--- src/verilog/io_tlm_pkg.sv ---
`default_nettype none

// Telemetry channels and status slot numbering
package io_tlm_pkg;

  localparam int ADC_W = 12;  // Slow ADC sample width

  // Channel numbers as delivered by the ADC sampler
  typedef enum logic [1:0] {
    CH_FWD_PWR = 2'd0,
    CH_TEMP    = 2'd1,
    CH_BIAS    = 2'd2,
    CH_REV_PWR = 2'd3
  } tlm_chan_e;

  // Round-robin status slots in the response word
  typedef enum logic [1:0] {
    SLOT_ID       = 2'd0,
    SLOT_TEMP_FWD = 2'd1,
    SLOT_REV_BIAS = 2'd2,
    SLOT_SPARE    = 2'd3
  } resp_slot_e;

endpackage

`default_nettype wire

--- src/verilog/io_cmd_pkg.sv ---
`default_nettype none

// Command stream and response word definitions
package io_cmd_pkg;

  // Command field widths
  localparam int CMD_ADDR_W = 6;
  localparam int CMD_DATA_W = 32;

  // Response word to the host
  localparam int RESP_W = 40;

  // Command addresses decoded by this block
  typedef enum logic [CMD_ADDR_W-1:0] {
    CMD_TR_CFG = 6'h09  // Transmit configuration
  } cmd_addr_e;

  // Bit positions in the data of CMD_TR_CFG
  localparam int VNA_BIT    = 23;
  localparam int PA_EN_BIT  = 19;
  localparam int TR_DIS_BIT = 18;

endpackage

`default_nettype wire
--- src/verilog/io_block.sv ---
`timescale 1ns/100ps
`default_nettype none

module io_block #(
  parameter logic [7:0]  SERIAL_NO       = 8'h00,
  parameter int unsigned DEBOUNCE_CYCLES = 240000,    // About 5 ms
  parameter int unsigned FLASH_CYCLES    = 10000000
) (
  input  logic                              clk,
  input  logic                              rst_n_i,
  // Command stream
  input  logic                              cmd_rqst_i,
  input  logic [io_cmd_pkg::CMD_ADDR_W-1:0] cmd_addr_i,
  input  logic [io_cmd_pkg::CMD_DATA_W-1:0] cmd_data_i,
  input  logic                              cmd_ptt_i,
  input  logic                              cmd_requires_resp_i,
  input  logic                              cmd_ack_ext_i,
  input  logic                              resp_rqst_i,
  output logic [io_cmd_pkg::RESP_W-1:0]     resp_o,
  // Telemetry from the ADC sampler
  input  logic                              adc_valid_i,
  input  io_tlm_pkg::tlm_chan_e             adc_chan_i,
  input  logic [io_tlm_pkg::ADC_W-1:0]      adc_data_i,
  // Keys, active low
  input  logic                              phone_tip_n_i,
  input  logic                              phone_ring_n_i,
  input  logic                              txinhibit_n_i,
  // Status pulses
  input  logic                              rxclip_p_i,
  input  logic                              rxclip_n_i,
  input  logic                              this_mac_i,
  input  logic                              run_i,
  output logic                              cwkey_o,
  output logic                              ext_ptt_o,
  output logic                              txinhibit_o,
  output logic                              db_cwkey_o,
  output logic                              led_d2_o,
  output logic                              led_d3_o,
  output logic                              led_d4_o,
  output logic                              led_d5_o,
  output logic                              pa_inttr_o,
  output logic                              pa_exttr_o,
  output logic                              pwr_envpa_o,
  output logic                              pwr_envop_o,
  output logic                              pwr_envbias_o,
  output logic                              rffe_rfsw_sel_o
);

  logic                         ptt;
  logic                         clip;
  logic [io_tlm_pkg::ADC_W-1:0] fwd_pwr;
  logic [io_tlm_pkg::ADC_W-1:0] temp;
  logic [io_tlm_pkg::ADC_W-1:0] bias;
  logic [io_tlm_pkg::ADC_W-1:0] rev_pwr;

  key_debounce #(.DEBOUNCE_CYCLES(DEBOUNCE_CYCLES)) i_db_cwkey (
    .clk, .rst_n_i, .sw_n_i(phone_tip_n_i), .level_o(cwkey_o));
  key_debounce #(.DEBOUNCE_CYCLES(DEBOUNCE_CYCLES)) i_db_ptt (
    .clk, .rst_n_i, .sw_n_i(phone_ring_n_i), .level_o(ext_ptt_o));
  key_debounce #(.DEBOUNCE_CYCLES(DEBOUNCE_CYCLES)) i_db_txinhibit (
    .clk, .rst_n_i, .sw_n_i(txinhibit_n_i), .level_o(txinhibit_o));

  assign db_cwkey_o = cwkey_o;  // Key monitor pin

  led_flash #(.FLASH_CYCLES(FLASH_CYCLES)) i_led_clip_p (
    .clk, .rst_n_i, .status_i(rxclip_p_i), .led_n_o(led_d4_o));
  led_flash #(.FLASH_CYCLES(FLASH_CYCLES)) i_led_clip_n (
    .clk, .rst_n_i, .status_i(rxclip_n_i), .led_n_o(led_d5_o));
  led_flash #(.FLASH_CYCLES(FLASH_CYCLES)) i_led_mac (
    .clk, .rst_n_i, .status_i(this_mac_i), .led_n_o(led_d2_o));
  led_flash #(.FLASH_CYCLES(FLASH_CYCLES)) i_led_run (
    .clk, .rst_n_i, .status_i(run_i), .led_n_o(led_d3_o));

  // Clip reported while either clip LED is lit
  assign clip = ~led_d4_o | ~led_d5_o;

  tr_control i_tr_control (
    .clk, .rst_n_i,
    .cmd_rqst_i, .cmd_addr_i, .cmd_data_i, .cmd_ptt_i,
    .cwkey_i(cwkey_o), .ext_ptt_i(ext_ptt_o), .txinhibit_i(txinhibit_o),
    .ptt_o(ptt),
    .pa_inttr_o, .pa_exttr_o, .pwr_envpa_o, .pwr_envop_o, .pwr_envbias_o,
    .rfsw_sel_o(rffe_rfsw_sel_o)
  );

  telemetry_regs i_telemetry_regs (
    .clk, .rst_n_i, .adc_valid_i, .adc_chan_i, .adc_data_i,
    .fwd_pwr_o(fwd_pwr), .temp_o(temp), .bias_o(bias), .rev_pwr_o(rev_pwr)
  );

  resp_builder #(.SERIAL_NO(SERIAL_NO)) i_resp_builder (
    .clk, .rst_n_i,
    .cmd_rqst_i, .cmd_addr_i, .cmd_data_i, .cmd_requires_resp_i,
    .cmd_ack_ext_i, .resp_rqst_i,
    .ptt_i(ptt), .clip_i(clip),
    .fwd_pwr_i(fwd_pwr), .temp_i(temp), .bias_i(bias), .rev_pwr_i(rev_pwr),
    .resp_o
  );

endmodule

`default_nettype wire

--- src/verilog/resp_builder.sv ---
`timescale 1ns/100ps
`default_nettype none

module resp_builder #(
  parameter logic [7:0] SERIAL_NO = 8'h00
) (
  input  logic                              clk,
  input  logic                              rst_n_i,
  input  logic                              cmd_rqst_i,
  input  logic [io_cmd_pkg::CMD_ADDR_W-1:0] cmd_addr_i,
  input  logic [io_cmd_pkg::CMD_DATA_W-1:0] cmd_data_i,
  input  logic                              cmd_requires_resp_i,
  input  logic                              cmd_ack_ext_i,
  input  logic                              resp_rqst_i,
  input  logic                              ptt_i,
  input  logic                              clip_i,  // Either clip LED lit
  input  logic [io_tlm_pkg::ADC_W-1:0]      fwd_pwr_i,
  input  logic [io_tlm_pkg::ADC_W-1:0]      temp_i,
  input  logic [io_tlm_pkg::ADC_W-1:0]      bias_i,
  input  logic [io_tlm_pkg::ADC_W-1:0]      rev_pwr_i,
  output logic [io_cmd_pkg::RESP_W-1:0]     resp_o
);

  localparam logic [7:0] ID_BYTE = 8'h1e;  // Board identity
  localparam int PAD_W = io_cmd_pkg::CMD_DATA_W / 2 - io_tlm_pkg::ADC_W;

  logic [io_cmd_pkg::CMD_ADDR_W-1:0] addr_q;
  logic [io_cmd_pkg::CMD_DATA_W-1:0] data_q;
  logic                              req_resp_q;
  logic                              pending_q;
  io_tlm_pkg::resp_slot_e            slot_q;
  logic [io_cmd_pkg::CMD_DATA_W-1:0] payload;

  // Last command, overwritten by the next one
  always_ff @(posedge clk) begin
    if (cmd_rqst_i) begin
      addr_q <= cmd_addr_i;
      data_q <= cmd_data_i;
    end
  end

  always_ff @(posedge clk) begin
    if (!rst_n_i) begin
      req_resp_q <= 1'b0;
      pending_q  <= 1'b0;
    end else begin
      if (cmd_rqst_i)
        req_resp_q <= cmd_requires_resp_i;
      // Acknowledge beats a same-cycle request, queue depth one
      if (cmd_ack_ext_i && req_resp_q)
        pending_q <= 1'b1;
      else if (resp_rqst_i)
        pending_q <= 1'b0;
    end
  end

  always_comb begin
    case (slot_q)
      io_tlm_pkg::SLOT_ID:
        payload = {ID_BYTE[7:1], clip_i, 8'h00, 8'h00, SERIAL_NO};
      io_tlm_pkg::SLOT_TEMP_FWD:
        payload = {{PAD_W{1'b0}}, temp_i, {PAD_W{1'b0}}, fwd_pwr_i};
      io_tlm_pkg::SLOT_REV_BIAS:
        payload = {{PAD_W{1'b0}}, rev_pwr_i, {PAD_W{1'b0}}, bias_i};
      default:
        payload = '0;  // Spare slot
    endcase
  end

  always_ff @(posedge clk) begin
    if (!rst_n_i) begin
      resp_o <= {8'h00, ID_BYTE, 8'h00, 8'h00, SERIAL_NO};
      slot_q <= io_tlm_pkg::SLOT_ID;
    end else if (resp_rqst_i) begin
      // Slot moves on even when a command response takes its place
      slot_q <= io_tlm_pkg::resp_slot_e'(slot_q + 2'd1);
      if (pending_q)
        resp_o <= {1'b1, addr_q, ptt_i, data_q};
      else
        resp_o <= {3'b000, slot_q, 2'b00, ptt_i, payload};
    end
  end

  a_resp_on_rqst: assert property (@(posedge clk) disable iff (!rst_n_i)
    $changed(resp_o) |-> $past(resp_rqst_i));

endmodule

`default_nettype wire

--- src/verilog/telemetry_regs.sv ---
`timescale 1ns/100ps
`default_nettype none

module telemetry_regs (
  input  logic                         clk,
  input  logic                         rst_n_i,
  input  logic                         adc_valid_i,
  input  io_tlm_pkg::tlm_chan_e        adc_chan_i,
  input  logic [io_tlm_pkg::ADC_W-1:0] adc_data_i,
  output logic [io_tlm_pkg::ADC_W-1:0] fwd_pwr_o,
  output logic [io_tlm_pkg::ADC_W-1:0] temp_o,
  output logic [io_tlm_pkg::ADC_W-1:0] bias_o,
  output logic [io_tlm_pkg::ADC_W-1:0] rev_pwr_o
);

  // Latest sample per channel
  always_ff @(posedge clk) begin
    if (!rst_n_i) begin
      fwd_pwr_o <= '0;
      temp_o    <= '0;
      bias_o    <= '0;
      rev_pwr_o <= '0;
    end else if (adc_valid_i) begin
      case (adc_chan_i)
        io_tlm_pkg::CH_FWD_PWR: fwd_pwr_o <= adc_data_i;
        io_tlm_pkg::CH_TEMP:    temp_o    <= adc_data_i;
        io_tlm_pkg::CH_BIAS:    bias_o    <= adc_data_i;
        io_tlm_pkg::CH_REV_PWR: rev_pwr_o <= adc_data_i;
        default: ;
      endcase
    end
  end

  a_chan_known: assert property (@(posedge clk) disable iff (!rst_n_i)
    adc_valid_i |-> !$isunknown(adc_chan_i));

endmodule

`default_nettype wire

--- src/verilog/tr_control.sv ---
`timescale 1ns/100ps
`default_nettype none

module tr_control (
  input  logic                              clk,
  input  logic                              rst_n_i,
  input  logic                              cmd_rqst_i,
  input  logic [io_cmd_pkg::CMD_ADDR_W-1:0] cmd_addr_i,
  input  logic [io_cmd_pkg::CMD_DATA_W-1:0] cmd_data_i,
  input  logic                              cmd_ptt_i,
  input  logic                              cwkey_i,      // Debounced, active high
  input  logic                              ext_ptt_i,
  input  logic                              txinhibit_i,
  output logic                              ptt_o,
  output logic                              pa_inttr_o,
  output logic                              pa_exttr_o,
  output logic                              pwr_envpa_o,
  output logic                              pwr_envop_o,
  output logic                              pwr_envbias_o,
  output logic                              rfsw_sel_o
);

  logic vna_q;
  logic pa_en_q;
  logic tr_dis_q;
  logic cmd_ptt_q;

  always_ff @(posedge clk) begin
    if (!rst_n_i) begin
      vna_q     <= 1'b0;
      pa_en_q   <= 1'b0;
      tr_dis_q  <= 1'b0;
      cmd_ptt_q <= 1'b0;
    end else if (cmd_rqst_i) begin
      cmd_ptt_q <= cmd_ptt_i;  // Every command carries PTT
      if (cmd_addr_i == io_cmd_pkg::CMD_TR_CFG) begin
        vna_q    <= cmd_data_i[io_cmd_pkg::VNA_BIT];
        pa_en_q  <= cmd_data_i[io_cmd_pkg::PA_EN_BIT];
        tr_dis_q <= cmd_data_i[io_cmd_pkg::TR_DIS_BIT];
      end
    end
  end

  // Any key source keys the radio unless inhibited
  assign ptt_o = (cmd_ptt_q | cwkey_i | ext_ptt_i) & ~txinhibit_i;

  assign pa_exttr_o = ptt_o;

  // Internal T/R relay follows PTT unless bypassed with the PA off
  assign pa_inttr_o = ptt_o & (pa_en_q | ~tr_dis_q);

  assign pwr_envpa_o   = ptt_o & pa_en_q;
  assign pwr_envbias_o = ptt_o & pa_en_q;

  // VNA sweeps need the envelope supply even on receive
  assign pwr_envop_o = ptt_o | (vna_q & ~txinhibit_i);

  assign rfsw_sel_o = pa_en_q;  // Route through the PA path

endmodule

`default_nettype wire

--- src/verilog/led_flash.sv ---
`timescale 1ns/100ps
`default_nettype none

module led_flash #(
  parameter int unsigned FLASH_CYCLES = 10000000
) (
  input  logic clk,
  input  logic rst_n_i,
  input  logic status_i,  // Status pulse, any length
  output logic led_n_o    // LED drive, low is lit
);

  localparam int CNT_W = $clog2(FLASH_CYCLES + 1);
  localparam logic [CNT_W-1:0] CNT_LOAD = CNT_W'(FLASH_CYCLES);

  logic [CNT_W-1:0] cnt;

  // Retrigger while the status is active, then run down
  always_ff @(posedge clk) begin
    if (!rst_n_i) begin
      cnt <= '0;
    end else if (status_i) begin
      cnt <= CNT_LOAD;
    end else if (cnt != '0) begin
      cnt <= cnt - 1'b1;
    end
  end

  // Lit for as long as the timer runs
  assign led_n_o = (cnt == '0);

endmodule

`default_nettype wire

--- src/verilog/key_debounce.sv ---
`timescale 1ns/100ps
`default_nettype none

module key_debounce #(
  parameter int unsigned DEBOUNCE_CYCLES = 240000
) (
  input  logic clk,
  input  logic rst_n_i,
  input  logic sw_n_i,   // Raw switch, active low
  output logic level_o   // Clean level, active high
);

  localparam int CNT_W = $clog2(DEBOUNCE_CYCLES + 1);
  localparam logic [CNT_W-1:0] CNT_MAX = CNT_W'(DEBOUNCE_CYCLES);

  logic             sw_meta;
  logic             sw_sync;
  logic             target;
  logic [CNT_W-1:0] cnt;

  assign target = ~sw_sync;  // Level the output is heading for

  always_ff @(posedge clk) begin
    if (!rst_n_i) begin
      sw_meta <= 1'b1;  // Released key
      sw_sync <= 1'b1;
      cnt     <= '0;
      level_o <= 1'b0;
    end else begin
      sw_meta <= sw_n_i;
      sw_sync <= sw_meta;
      if (target == level_o) begin
        cnt <= '0;  // Bounce back, start over
      end else if (cnt == CNT_MAX) begin
        level_o <= target;
        cnt     <= '0;
      end else begin
        cnt <= cnt + 1'b1;
      end
    end
  end

  a_toggle_at_limit: assert property (@(posedge clk) disable iff (!rst_n_i)
    $changed(level_o) |-> $past(cnt) == CNT_MAX);

endmodule

`default_nettype wire

--- config.mk ---
export PLATFORM = sky130hd
export DESIGN_NAME = io_block
export DESIGN_NICKNAME = d
export VERILOG_FILES = /design/src/verilog/io_tlm_pkg.sv /design/src/verilog/io_cmd_pkg.sv /design/src/verilog/io_block.sv /design/src/verilog/resp_builder.sv /design/src/verilog/telemetry_regs.sv /design/src/verilog/tr_control.sv /design/src/verilog/led_flash.sv /design/src/verilog/key_debounce.sv
export SDC_FILE = /design/constraint.sdc
export NUM_CORES = 1
export LEC_CHECK = 0
export BUFFER_PORTS_ARGS = -buffer_cell sky130_fd_sc_hd__buf_4
export CAP_MARGIN = 25
export CORE_AREA = 2 2 172 174
export CTS_CLUSTER_SIZE = 14
export DETAILED_ROUTE_END_ITERATION = 8
export DIE_AREA = 0 0 174 176
export GPL_ROUTABILITY_DRIVEN = 0
export GPL_TIMING_DRIVEN = 1
export MAX_ROUTING_LAYER = met4
export PLACE_DENSITY_LB_ADDON = 0.1
export SETUP_SLACK_MARGIN = 0.5
export SLEW_MARGIN = 25
export SYNTH_ARGS = -nofsm -noshare
export SYNTH_HDL_FRONTEND = slang
export SYNTH_SLANG_ARGS = --single-unit
--- constraint.sdc ---
create_clock -name clk -period 2.95 [get_ports clk]
set_input_delay 0.295 -clock clk [delete_from_list [all_inputs] [get_ports clk]]
set_output_delay 0.295 -clock clk [all_outputs]
set_load 0.03 [all_outputs]
Word-level counts from Yosys, hierarchy flattened
Cells that the tools add are included.
Widths: inputs -> output; s select.
{ "op_classes": {"eq_ne": 12, "reduce_logical": 31, "muxes": 12, "n_addsub": 8, "bitwise": 20} }
{ "ops": {"columns": ["op", "count"], "rows": [
  ["$mux 24", 8],
  ["$logic_not 24->1", 4],
  ["$reduce_bool 24->1", 4],
  ["$sub 24x1->24 const B", 4],
  ["$pmux 29 s3", 1],
  ["$add 18x1->18 const B", 3],
  ["$eq 18x18->1 const B", 3],
  ["$mux 40", 1],
  ["$reduce_and 2->1", 8],
  ["$not 1->1", 11],
  ["$reduce_bool 2->1", 5],
  ["$reduce_or 3->1", 3],
  ["$reduce_or 2->1", 4],
  ["$eq 2x2->1 const B", 3],
  ["$eq 6x4->1 const B", 1],
  ["$or 1x1->1", 5],
  ["$and 1x1->1", 4],
  ["$eq 2x1->1 const B", 2],
  ["$logic_not 2->1", 2],
  ["$eq 1x1->1", 3],
  ["$add 2x1->2 const B", 1],
  ["$mux 1", 2],
  ["$logic_and 1x1->1", 1]
]} }
{ "totals": {"word_cells": 117, "ff_bits": 293, "input_bits": 67} }

Depth between registers and ports, before layout
Gate-level depths: netlist of run 1.
{ "logic_depth": {"ltp_word": 5, "mapped_depth": 9} }

By module
From an unflattened synthesis of run 1, not the netlist that was laid out.
{ "unflattened": {"hier_cells": 1345, "area_unflattened_um2": 13127.6} }
{ "by_module_without_submodules": {"columns": ["module", "seq_area_each_um2", "cells_each", "n_inst", "area_per_inst_um2"], "rows": [
  ["led_flash", 480.5, 147, 4, 1281.2],
  ["resp_builder", 2021.9, 239, 1, 3135.5],
  ["key_debounce", 420.4, 106, 3, 949.7],
  ["telemetry_regs", 960.9, 171, 1, 1781.7],
  ["tr_control", 80.1, 27, 1, 225.2],
  ["io_block", 0.0, 2, 1, 11.3]
]} }

Least setup slack after synthesis of run 1
No wires, ideal clock.
{ "synth_timing": {"path_type": "register -> register", "startpoint": "register i_led_clip_n.cnt[19]", "endpoint": "register i_led_clip_n.cnt[1]", "n_path_buf": 1, "required_time_ns": 2.886, "stages_incl_launch_ff": 7, "setup_slack_ns": 0.653, "t_arrival_ns": 2.233, "cell_sequence": "dfxtp_1 > nor4_2 > and4_1 > clkbuf_1 > nor3b_2 > mux2_2 > nor2_1"} }
{ "synth_via": {"elab_chain_cells": 1} }
{ "synth_rtl": {"columns": ["item", "line", "text"], "rows": [
  ["start: declaration", "led_flash.sv:16", "logic [CNT_W-1:0] cnt;"],
  ["start signal: assignment", "led_flash.sv:25", "cnt <= cnt - 1'b1;"],
  ["$reduce_bool 24->1", "led_flash.sv:24", "end else if (cnt != '0) begin"]
]} }
No other way between the ends.
A chain may end at the register's enable or synchronous reset.

Worst setup path in the final report of run 1
{ "layout_timing": {"startpoint": "register i_led_mac.cnt[22]", "endpoint": "output port led_d2_o"} }
{ "layout_via": {"elab_chain_cells": 1} }
{ "layout_rtl": {"columns": ["item", "line", "text"], "rows": [
  ["start: declaration", "led_flash.sv:16", null],
  ["start signal: assignment", "led_flash.sv:25", null],
  ["$logic_not 24->1", "led_flash.sv:30", "assign led_n_o = (cnt == '0);"],
  ["end: declaration", "io_block.sv:37", "output logic led_d2_o,"]
]} }
No other way between the ends.

==> results of run 1 <==
==> cell usage in the layout, fill, tap and decap left out, types with 17 or more instances in the layout <==
cell type / n
sky130_fd_sc_hd__nor2b_1: 69
sky130_fd_sc_hd__nor2_1: 128
sky130_fd_sc_hd__a222oi_1: 21
sky130_fd_sc_hd__dfxtp_1: 249
sky130_fd_sc_hd__a21boi_0: 27
sky130_fd_sc_hd__nor3_1: 43
sky130_fd_sc_hd__nand3_1: 34
sky130_fd_sc_hd__clkbuf_16: 36
sky130_fd_sc_hd__inv_1: 33
sky130_fd_sc_hd__dlygate4sd3_1: 40
sky130_fd_sc_hd__a22o_1: 21
sky130_fd_sc_hd__nand2_1: 94
sky130_fd_sc_hd__o21a_1: 23
sky130_fd_sc_hd__edfxtp_1: 38
sky130_fd_sc_hd__buf_4: 150
sky130_fd_sc_hd__mux2i_1: 33
sky130_fd_sc_hd__xor2_1: 58
sky130_fd_sc_hd__nand4_1: 17
sky130_fd_sc_hd__a21oi_1: 29
sky130_fd_sc_hd__or3_1: 19
sky130_fd_sc_hd__nor4_1: 25
sky130_fd_sc_hd__xnor2_1: 46
==> layer usage <==
layer | up-vias | track usage (%) | routed length, um
met2 | 169 | 32.59 | 13750
met4 | 0 | 4.762 | 544
met3 | 51 | 2.519 | 1115
li1 | 5028 | - | -
met5 | - | - | 0
met1 | 4678 | 26.16 | 14370
==> cell type report <==
class	instances	share of cell area (%)
Multi-Input combinational cell	919	39.13
Timing Repair Buffer	194	10.08
Clock inverter	10	0.6464
Tap cell	384	3.064
Clock buffer	51	6.360
Inverter	35	0.8379
Sequential cell	293	39.89
==> logic make-up (layout without fill, tap and decap cells) <==
logic type | Yosys count | in the layout | synth area share (%)
AOI/OAI and AO/OA | 224 | 224 | 13.47
xor gates and xnor gates | 104 | 104 | 7.168
and+or+nand+nor | 539 | 539 | 22.59
adders and majority gates | 18 | 18 | 1.772
DFF | 293 | 293 | 49.15
muxes | 34 | 34 | 2.688
buffers and inverters | 99 | 290 | 3.170
==> worst max-delay path, delay by kind of cell (launching register included) <==
| kind | cells | cell delay (ps) |
|---|---|---|
| buffers and inverters | 2 | 180 |
| DFF | 1 | 310 |
| and+or+nand+nor | 3 | 1200 |
==> timing repair <==
item                                   CTS  global route
endpoints found under the hold margin   40             0
setup buffers                           13            10
hold buffers                            40             0
pin swaps                                8             6
gates resized for setup                 10            12
setup endpoints to repair                4            11
cloned                                   0             0
==> stage by stage <==
stage                     cell area [um^2]  hold slack [ps]  std cells  utilization (%)
after floorplan                      12710            386.3       1311                -
after global placement               13910            401.2       1762            48.73
after detailed placement             13910            394.0       1762            48.73
after CTS                            15540            7.826       1876            54.43
after global routing                 15680            18.51       1886            54.92
final                                15680            22.80       1886            54.92
==> registers in the layout, indices dropped and copies added (netlist names), 2 cells and up <==
register	flops
i_resp_builder.resp_o	40
i_resp_builder.data_q	32
i_led_clip_n.cnt	24
i_led_clip_p.cnt	24
i_led_mac.cnt	24
i_led_run.cnt	24
i_db_cwkey.cnt	18
i_db_ptt.cnt	18
i_db_txinhibit.cnt	18
i_telemetry_regs.bias_o	12
i_telemetry_regs.fwd_pwr_o	12
i_telemetry_regs.rev_pwr_o	12
i_telemetry_regs.temp_o	12
i_resp_builder.addr_q	6
i_resp_builder.slot_q	2
==> power by group through the flow <==
| stage | Clock (mW) | Combinational [mW] | Sequential [mW] |
|---|---|---|---|
| 2_1_floorplan | 0 | 0.779 | 4.45 |
| 3_3_place_gp | 0 | 1.10 | 4.46 |
| 3_5_place_dp | 0 | 1.11 | 4.46 |
| 4_1_cts | 4.23 | 1.19 | 4.38 |
| 5_1_grt | 4.37 | 1.34 | 4.41 |
| 6_report | 4.11 | 1.21 | 4.39 |
==> cells in the mapped netlist, types with 4 or more instances <==
cell,count
sky130_fd_sc_hd__buf_1,4
sky130_fd_sc_hd__a22o_1,21
sky130_fd_sc_hd__edfxtp_1,38
sky130_fd_sc_hd__mux2i_1,33
sky130_fd_sc_hd__nor2b_1,69
sky130_fd_sc_hd__and2_1,7
sky130_fd_sc_hd__xor2_1,58
sky130_fd_sc_hd__nor4_2,5
sky130_fd_sc_hd__o211ai_1,16
sky130_fd_sc_hd__or3_1,20
sky130_fd_sc_hd__dfxtp_1,255
sky130_fd_sc_hd__nor4b_1,5
sky130_fd_sc_hd__nand4b_1,5
sky130_fd_sc_hd__nand3b_1,6
sky130_fd_sc_hd__nor4_1,27
sky130_fd_sc_hd__o31a_1,16
sky130_fd_sc_hd__a211oi_1,5
sky130_fd_sc_hd__o21ai_1,7
sky130_fd_sc_hd__a21oi_1,29
sky130_fd_sc_hd__a21boi_0,27
sky130_fd_sc_hd__nand2_1,94
sky130_fd_sc_hd__nand3_1,34
sky130_fd_sc_hd__nand2b_1,16
sky130_fd_sc_hd__a22oi_1,12
sky130_fd_sc_hd__and3_1,13
sky130_fd_sc_hd__o21ai_0,13
sky130_fd_sc_hd__nor3_1,44
sky130_fd_sc_hd__clkbuf_1,54
sky130_fd_sc_hd__a221o_1,6
sky130_fd_sc_hd__nand4_1,17
sky130_fd_sc_hd__a222oi_1,21
sky130_fd_sc_hd__and4_1,7
sky130_fd_sc_hd__o21a_1,23
sky130_fd_sc_hd__xnor2_1,46
sky130_fd_sc_hd__inv_1,33
sky130_fd_sc_hd__nor2_1,129
sky130_fd_sc_hd__ha_1,18
sky130_fd_sc_hd__or4_1,17
sky130_fd_sc_hd__or2_2,7
sky130_fd_sc_hd__o31ai_1,8
==> worst min path at each step <==
stage / from / endpoint / depth (start not counted)
2_1_floorplan: i_db_cwkey.sw_meta$_SDFF_PN1_ / i_db_cwkey.sw_sync$_SDFF_PN1_ / 1
3_3_place_gp: i_db_txinhibit.sw_meta$_SDFF_PN1_ / i_db_txinhibit.sw_sync$_SDFF_PN1_ / 1
3_5_place_dp: i_db_txinhibit.sw_meta$_SDFF_PN1_ / i_db_txinhibit.sw_sync$_SDFF_PN1_ / 1
4_1_cts: cmd_data_i[23] / i_resp_builder.data_q[23]$_DFFE_PP_ / 1
5_1_grt: cmd_data_i[23] / i_resp_builder.data_q[23]$_DFFE_PP_ / 1
6_report: cmd_data_i[23] / i_resp_builder.data_q[23]$_DFFE_PP_ / 1
==> metrics.log, run 1 <==
[metrics] unrepaired setup endpoints after global routing: yes
[metrics] area overhead of the layout relative to synthesis: 23.37%
[metrics] largest cells by area after synthesis: sky130_fd_sc_hd__dfxtp_1 (40%), sky130_fd_sc_hd__edfxtp_1 (9.0%), sky130_fd_sc_hd__xor2_1 (4.0%)
[metrics] WP data arrival: about 2200 ps
[metrics] maxcap violations: 0
[metrics] ports placed on the boundary: 121
[metrics] slew at the pin with the worst max-slew slack: approximately 950 ps
[metrics] Worst IR Drop VDD: between 0.4 and 0.5 mV
[metrics] Seq pwr share: a little under half
[metrics] Via Count: approximately 10000
[metrics] CP cell instances: or4_4, or4_4, or2_4, inv_2, buf_6
[metrics] Startpoint Class: flip-flop
[metrics] Overall Global Routing Usage: 19.82%
[metrics] Std-Cell Rows: 62
[metrics] clock edge transition at the registers on the reported setup and hold paths: ~50 ps
[metrics] Total Power: 9.705 mW
[metrics] number of vias per cell after detailed routing: around 5.3
[metrics] synthesized cell area: 12710 um^2
[metrics] outcome: completed
[metrics] start-to-end type of the worst setup path: reg -> out
[metrics] Setup WS pre-CTS: 639.5 ps
[metrics] total net switching power: around 2.4 mW
[metrics] Critical Path Start: i_led_mac.cnt[22]$_SDFFE_PP0P_
[metrics] cell leakage power: a little under 6 nW
[metrics] via count of the first global-routing pass: roughly 9500
[metrics] Final Worst Setup Slack: roughly 460 ps
[metrics] post-route minimum period: around 2500 ps
[metrics] violation count after the first detailed-route iteration: between 600 and 700
[metrics] Cell variety after synth: a little over 70
[metrics] final net count: 1562
[metrics] estimated wirelength of the detail-placed design: between 15000 and 20000 um
[metrics] critical path fanouts, max: 2
[metrics] final setup violation count: 0
[metrics] most frequent cell on the critical path: sky130_fd_sc_hd__or4_4
[metrics] dominant register cell in the synthesized netlist: sky130_fd_sc_hd__dfxtp_1
[metrics] Clock H-tree levels: 2
[metrics] CTS root buf: sky130_fd_sc_hd__clkbuf_16
[metrics] number of synthesized flops with an enable pin: 38
[metrics] share of the clock period used by the worst path after layout: a little over four fifths
[metrics] initial core utilization: 44.52%
[metrics] flop-to-flop setup slack: ~620 ps
[metrics] number of filler instances in the final layout: around 2700
[metrics] DR pass1 iterations: 8
[metrics] Hold Vio Cnt, Final: 0
[metrics] post-route setup TNS: 0 ps
[metrics] register area: 6254 um^2
[metrics] post-synth top area share: 40.17%
[metrics] Worst path slowest cell: sky130_fd_sc_hd__or4_4
[metrics] Syn Area/Cell: 9.694 um^2
[metrics] synthesized net count: 1396
[metrics] total CTS buffers: 34
[metrics] cell area power density: a little over 600 nW/um^2
[metrics] DRC: 0
[metrics] normalized max-slew margin: 36.15%
[metrics] largest buffer count on any clock path: 3
[metrics] Yosys warnings: 0
[metrics] cell type contributing the most total cell area after synthesis: sky130_fd_sc_hd__dfxtp_1
[metrics] chip height: 176 um
[metrics] capturing instance or port of the critical path: led_d2_o
[metrics] area of combinational cells with multiple inputs: between 6000 and 7000 um^2
[metrics] antenna violations before repair: 0
[metrics] sinks on the clock net: 293
[metrics] slowest cell delay on critical path: roughly 520 ps
[metrics] Internal Power: ~7.3 mW
[metrics] Max Slew Vio Count: 0
[metrics] remaining number of nets flagged by the antenna check after routing: 0
[metrics] aggregate global routing overflow: 0
[metrics] total of flip-flops plus latches after synthesis: ~290
[metrics] Final Routed Wirelength: 29780 um
[metrics] CTS tree: yes
[metrics] share of total power in the clock network: 42.4%
[metrics] Combinational Power Share: between 10% and 20%
[metrics] width of the die: ~170 um
[metrics] proportion of synthesized chip area in sequential cells: between 40% and 50%
[metrics] largest net degree at the start of global routing: 44
[metrics] Hold Path Class: in -> reg
[metrics] Die ar.: a little over 30000 um^2
[metrics] maximum clock skew at final layout: about 16 ps
[metrics] achievable clock frequency: around 400 MHz
[metrics] diode count: 0
[metrics] Reg-to-Reg End: i_led_clip_p.cnt[12]$_SDFFE_PN0P_
[metrics] R2R cell count: 6
[metrics] required time reported for the critical path endpoint: between 2000 and 3000 ps
[metrics] startpoint of the worst register-to-register path: i_led_clip_p.cnt[12]$_SDFFE_PN0P_
[metrics] share of layout cells above drive strength 1: ~16%
[metrics] first-pass GRT wire length: just under 50000 um
[metrics] placeable core area: 28550 um^2
[metrics] capturing element type of the critical path: primary output
[metrics] count of buffers from port buffering: 120
[metrics] later-pin clock latency in the skew report: 500 ps
[metrics] Routed WL per cell: ~16 um
[metrics] count of mapped cells out of synthesis: about 1300
[metrics] Async SR Flop Fraction: 0%
[metrics] switching fraction of total power: roughly 25%
(Power assumes the default switching activity.)
==> inputs of run 2 (changes only) <==
--- a/config.mk
+++ b/config.mk
@@ -5,12 +5,13 @@
 export SDC_FILE = /design/constraint.sdc
 export NUM_CORES = 1
 export LEC_CHECK = 0
+export ABC_AREA = 1
 export BUFFER_PORTS_ARGS = -buffer_cell sky130_fd_sc_hd__buf_4
 export CAP_MARGIN = 25
-export CORE_AREA = 2 2 172 174
+export CORE_AREA = 2 2 176 178
 export CTS_CLUSTER_SIZE = 14
 export DETAILED_ROUTE_END_ITERATION = 8
-export DIE_AREA = 0 0 174 176
+export DIE_AREA = 0 0 178 180
 export GPL_ROUTABILITY_DRIVEN = 0
 export GPL_TIMING_DRIVEN = 1
 export MAX_ROUTING_LAYER = met4
==> constraint.sdc (replaced) <==
create_clock -name clk -period 2.1 [get_ports clk]
set_input_delay 0.21 -clock clk [delete_from_list [all_inputs] [get_ports clk]]
set_output_delay 0.21 -clock clk [all_outputs]
set_load 0.03 [all_outputs]
==> run 2 against run 1 <==
Against the previous run:
- cell area increased by 16%
- worst hold slack got worse by 11 ps
- setup slack worse by 320 ps
- area after synthesis grew 5.4%
- combinational power rose by 100%
- critical path depth down 1
- sequential share of layout area shrank 5.3 points
- wire length grew 28%
- clock power rose by 46%
- power rose by 51%
- global-route usage is 3.1 points higher
- critical endpoint is now led_d3_o
- largest cell class is now multi-input gates
==> metrics.log, run 2 <==
[metrics] share of layout cells above drive strength 1: 25.57% (+9.2 points)
[metrics] post-route minimum period: roughly 2000 ps
[metrics] slowest cell delay on critical path: 360 ps (-160 ps)
[metrics] capturing element type of the critical path: primary output
[metrics] ports placed on the boundary: 121 (unchanged)
[metrics] Worst path slowest cell: sky130_fd_sc_hd__dfxtp_1
[metrics] antenna violations before repair: 0 (unchanged)
[metrics] dominant register cell in the synthesized netlist: sky130_fd_sc_hd__dfxtp_1
[metrics] Reg-to-Reg End: i_led_run.cnt[22]$_SDFFE_PP0P_
[metrics] Final Routed Wirelength: 38150 um (+28%)
[metrics] end point of the most critical hold path: i_telemetry_regs.temp_o[7]$_SDFFE_PN0P_
[metrics] chip height: 180 um (+2.3%)
[metrics] max FFs per register: 40 (unchanged)
[metrics] initial core utilization: 44.37% (-0.15 points)
[metrics] placeable core area: 30190 um^2 (+5.8%)
[metrics] clock edge transition at the registers on the reported setup and hold paths: 60 ps (about the same)
[metrics] Crit path buffers/inverters: 1 (-1)
[metrics] flop-to-flop setup slack: 280 ps (-340 ps)
[metrics] area overhead of the layout relative to synthesis: 35.82%
[metrics] slew at the pin with the worst max-slew slack: 672.3 ps (-282.6 ps)
[metrics] proportion of synthesized chip area in sequential cells: 46.63% (-2.5 points)
[metrics] largest registers: i_resp_builder.resp_o: 40 flops, i_resp_builder.data_q: 32 flops
[metrics] via count of the first global-routing pass: 11860 (+25%)
[metrics] post-synth top area share: 38.11% (-2.1 points)
[metrics] maximum clock skew at final layout: 13.66 ps (-2.679 ps)
[metrics] outcome: completed
[metrics] most instantiated cells after synthesis: sky130_fd_sc_hd__nand2_1 (337), sky130_fd_sc_hd__nor2_1 (278), sky130_fd_sc_hd__dfxtp_1 (255), sky130_fd_sc_hd__inv_1 (185), sky130_fd_sc_hd__a21oi_1 (143)
[metrics] sinks on the clock net: 293 (unchanged)
[metrics] CTS tree: yes
[metrics] Async SR Flop Fraction: 0% (unchanged)
[metrics] cell area power density: 804.9 nW/um^2 (+30%)
[metrics] WP data arrival: 1750 ps (-450 ps)
[metrics] total of flip-flops plus latches after synthesis: 293 (unchanged)
[metrics] violation count after the first detailed-route iteration: 1000 (+60%)
[metrics] remaining number of nets flagged by the antenna check after routing: 0 (unchanged)
[metrics] start-to-end type of the worst setup path: reg -> out
[metrics] diode count: 0 (unchanged)
[metrics] leading cell type in the layout, fill and taps excluded: sky130_fd_sc_hd__nand2_1
[metrics] number of synthesized flops with an enable pin: 38 (unchanged)
[metrics] register with the most flip-flops: i_resp_builder.resp_o
[metrics] count of buffers from port buffering: 120 (unchanged)
[metrics] Worst IR Drop VDD: 0.5016 mV (+25%)
[metrics] most used cells in the layout excluding fill and tap cells: sky130_fd_sc_hd__nand2_1 (304), sky130_fd_sc_hd__dfxtp_1 (226), sky130_fd_sc_hd__nor2_1 (222)
[metrics] first-pass GRT wire length: 58670 um (+20%)
[metrics] final setup violation count: 0 (unchanged)
[metrics] Hold Vio Cnt, Final: 0 (unchanged)
[metrics] Cell variety after synth: 48 (-33%)
[metrics] post-route setup TNS: 0 ps (unchanged)
[metrics] Syn Area/Cell: 7.559 um^2 (-22%)
[metrics] Setup WS pre-CTS: 389.6 ps (-250.0 ps)
[metrics] Hold Path Class: in -> reg
[metrics] Overall Global Routing Usage: 22.92% (+3.1 points)
[metrics] largest net degree at the start of global routing: 58 (+32%)
[metrics] DR pass1 iterations: 7 (-1)
[metrics] CTS root buf: sky130_fd_sc_hd__clkbuf_16
[metrics] synthesized cell area: 13390 um^2 (+5.4%)
[metrics] Max Slew Vio Count: 0 (unchanged)
[metrics] most used standard cell by instance count after synthesis: sky130_fd_sc_hd__nand2_1
[metrics] total CTS buffers: 35 (+2.9%)
[metrics] Yosys warnings: 0 (unchanged)
[metrics] largest cells by area after synthesis: sky130_fd_sc_hd__dfxtp_1 (38%), sky130_fd_sc_hd__nand2_1 (9.4%), sky130_fd_sc_hd__edfxtp_1 (8.5%)
[metrics] count of mapped cells out of synthesis: 1772 (+35%)
[metrics] startpoint of the worst register-to-register path: i_led_run.cnt[0]$_SDFFE_PP0P_
[metrics] Routed WL per cell: 15.55 um (-1.5%)
[metrics] aggregate global routing overflow: 0 (unchanged)
[metrics] cell type contributing the most total cell area after synthesis: sky130_fd_sc_hd__dfxtp_1
[metrics] normalized max-slew margin: 55.13% (+19 points)
[metrics] Startpoint Class: flip-flop
[metrics] later-pin clock latency in the skew report: 510 ps (about the same)
[metrics] required time reported for the critical path endpoint: 1890 ps (-760 ps)
[metrics] Total Power: 14.64 mW (+51%)
[metrics] estimated wirelength of the detail-placed design: 24430 um (+24%)
[metrics] final net count: 2116 (+35%)
[metrics] maxcap violations: 0 (unchanged)
[metrics] width of the die: 178 um (+2.3%)
[metrics] Final Worst Setup Slack: 138.6 ps (-321.2 ps)
[metrics] R2R cell count: 14 (+8)
[metrics] start point of the worst hold path: adc_data_i[7]
[metrics] critical path fanouts, max: 4 (+2)
[metrics] Min-Delay Path Depth: 3 (+2)
[metrics] kind of cell adding the most delay to the critical path: simple AND/OR/NAND/NOR gates
[metrics] Clock H-tree levels: 2 (unchanged)
[metrics] number of vias per cell after detailed routing: 5.207 (-1.1%)
[metrics] share of the clock period used by the worst path after layout: around 93%
[metrics] unrepaired setup endpoints after global routing: yes
[metrics] largest buffer count on any clock path: 3 (unchanged)
[metrics] Via Count: 12770 (+29%)
[metrics] Std-Cell Rows: 64 (+3.2%)
[metrics] cell leakage power: 7.170 nW (+22%)
[metrics] DRC: 0 (unchanged)
[metrics] CP cell instances: nor2_1, nand2_2, nor4b_4, buf_6
[metrics] synthesized net count: 1857 (+33%)
[metrics] Die ar.: 32040 um^2 (+4.6%)
[metrics] achievable clock frequency: ~500 MHz
[run 2: cell types whose count changed after synthesis, moves of 27 or more]
cell and delta:
sky130_fd_sc_hd__nand2_1 +243, sky130_fd_sc_hd__inv_1 +152, sky130_fd_sc_hd__nor2_1 +149, sky130_fd_sc_hd__a21oi_1 +114, sky130_fd_sc_hd__nand3_1 +74, sky130_fd_sc_hd__nor2b_1 -69
sky130_fd_sc_hd__o21ai_0 +62, sky130_fd_sc_hd__mux2i_1 -33, sky130_fd_sc_hd__a21boi_0 -27
[run 2: layout make-up]
cell class	count	area (um^2)
timing repair buffer	265	2280
sequential	293	6300
fill	2659	12000
tap	396	495.5
multi-input combinational	1243	7207
clock buffer	49	991.0
clock inverter	14	148.9
inverter	190	738.2
timing repair inverter	3	31.28
[run 2: how the worst max path moves through the flow]
stage / start / to / slack, ps / cells past startpoint
after global routing: i_led_run.cnt[15]$_SDFFE_PN0P_ / led_d3_o / 50 / 5
after detailed placement: i_resp_builder.slot_q[1]$_SDFFE_PN0P_ / i_resp_builder.resp_o[0]$_SDFFE_PN0P_ / 390 / 7
after CTS: i_led_run.cnt[1]$_SDFFE_PP0P_ / led_d3_o / 90 / 7
after floorplan: i_led_run.cnt[0]$_SDFFE_PP0P_ / led_d3_o / 470 / 6
final: i_led_run.cnt[9]$_SDFFE_PN0P_ / led_d3_o / 140 / 4
after global placement: rst_n_i / i_led_clip_n.cnt[8]$_SDFFE_PP0P_ / 380 / 5
[run 2: worst register-to-register path: stages, from the launching register on]
cell and delay, ps:
sky130_fd_sc_hd__dfxtp_2 330, sky130_fd_sc_hd__inv_2 80, sky130_fd_sc_hd__buf_6 100, sky130_fd_sc_hd__buf_6 90, sky130_fd_sc_hd__buf_6 90, sky130_fd_sc_hd__buf_6 80, sky130_fd_sc_hd__buf_6 80, sky130_fd_sc_hd__buf_8 120
sky130_fd_sc_hd__ha_4 190, sky130_fd_sc_hd__inv_2 60, sky130_fd_sc_hd__nor2_4 140, sky130_fd_sc_hd__nand3_2 90, sky130_fd_sc_hd__xor2_1 160, sky130_fd_sc_hd__nand2_1 60, sky130_fd_sc_hd__nor2_1 30
[run 2: logic make-up (layout without fill, tap and decap cells)]
group / count (synthesis) / count (layout) / synth area share (%)
xor gates and xnor gates: 65 / 65 / 4.250
adders and majority gates: 18 / 18 / 1.681
buffers and inverters: 242 / 521 / 7.118
and+or+nand+nor: 881 / 884 / 29.42
DFF: 293 / 293 / 46.63
AOI/OAI and AO/OA: 273 / 276 / 10.90
[run 2: routing by layer]
| layer | vias up | part of all wire (%) | global-route usage (%) |
|---|---|---|---|
| li1 | 6351 | - | - |
| met1 | 5943 | 44 | 29.29 |
| met2 | 396 | 48 | 37.91 |
| met3 | 82 | 5.5 | 3.215 |
| met4 | 0 | 2.5 | 6.098 |
| met5 | - | 0 | - |
[run 2: through the flow]
stage	cells	hold WS (ps)	area [um^2]	util, %
after global routing	2453	22.13	18190	60.26
final	2453	12.17	18190	60.26
after detailed placement	2257	389.4	14740	48.81
after floorplan	1772	308.9	13410	-
after CTS	2410	1.431	17010	56.36
after global placement	2257	388.1	14740	48.81
[run 2: where the power goes]
| part | total [mW] | switching (mW) | internal (mW) |
|---|---|---|---|
| sequential | 6.17 | 0.219 | 5.96 |
| combinational | 2.45 | 1.45 | 1.00 |
| clock | 6.02 | 2.35 | 3.66 |
[run 2: repair_timing]
item	CTS	global route
hold endpoints to repair	56	0
pin swaps	25	78
gates resized for setup	102	227
endpoints found under the setup margin	83	138
hold buffers	52	0
buffers inserted	38	34
cloned	0	9
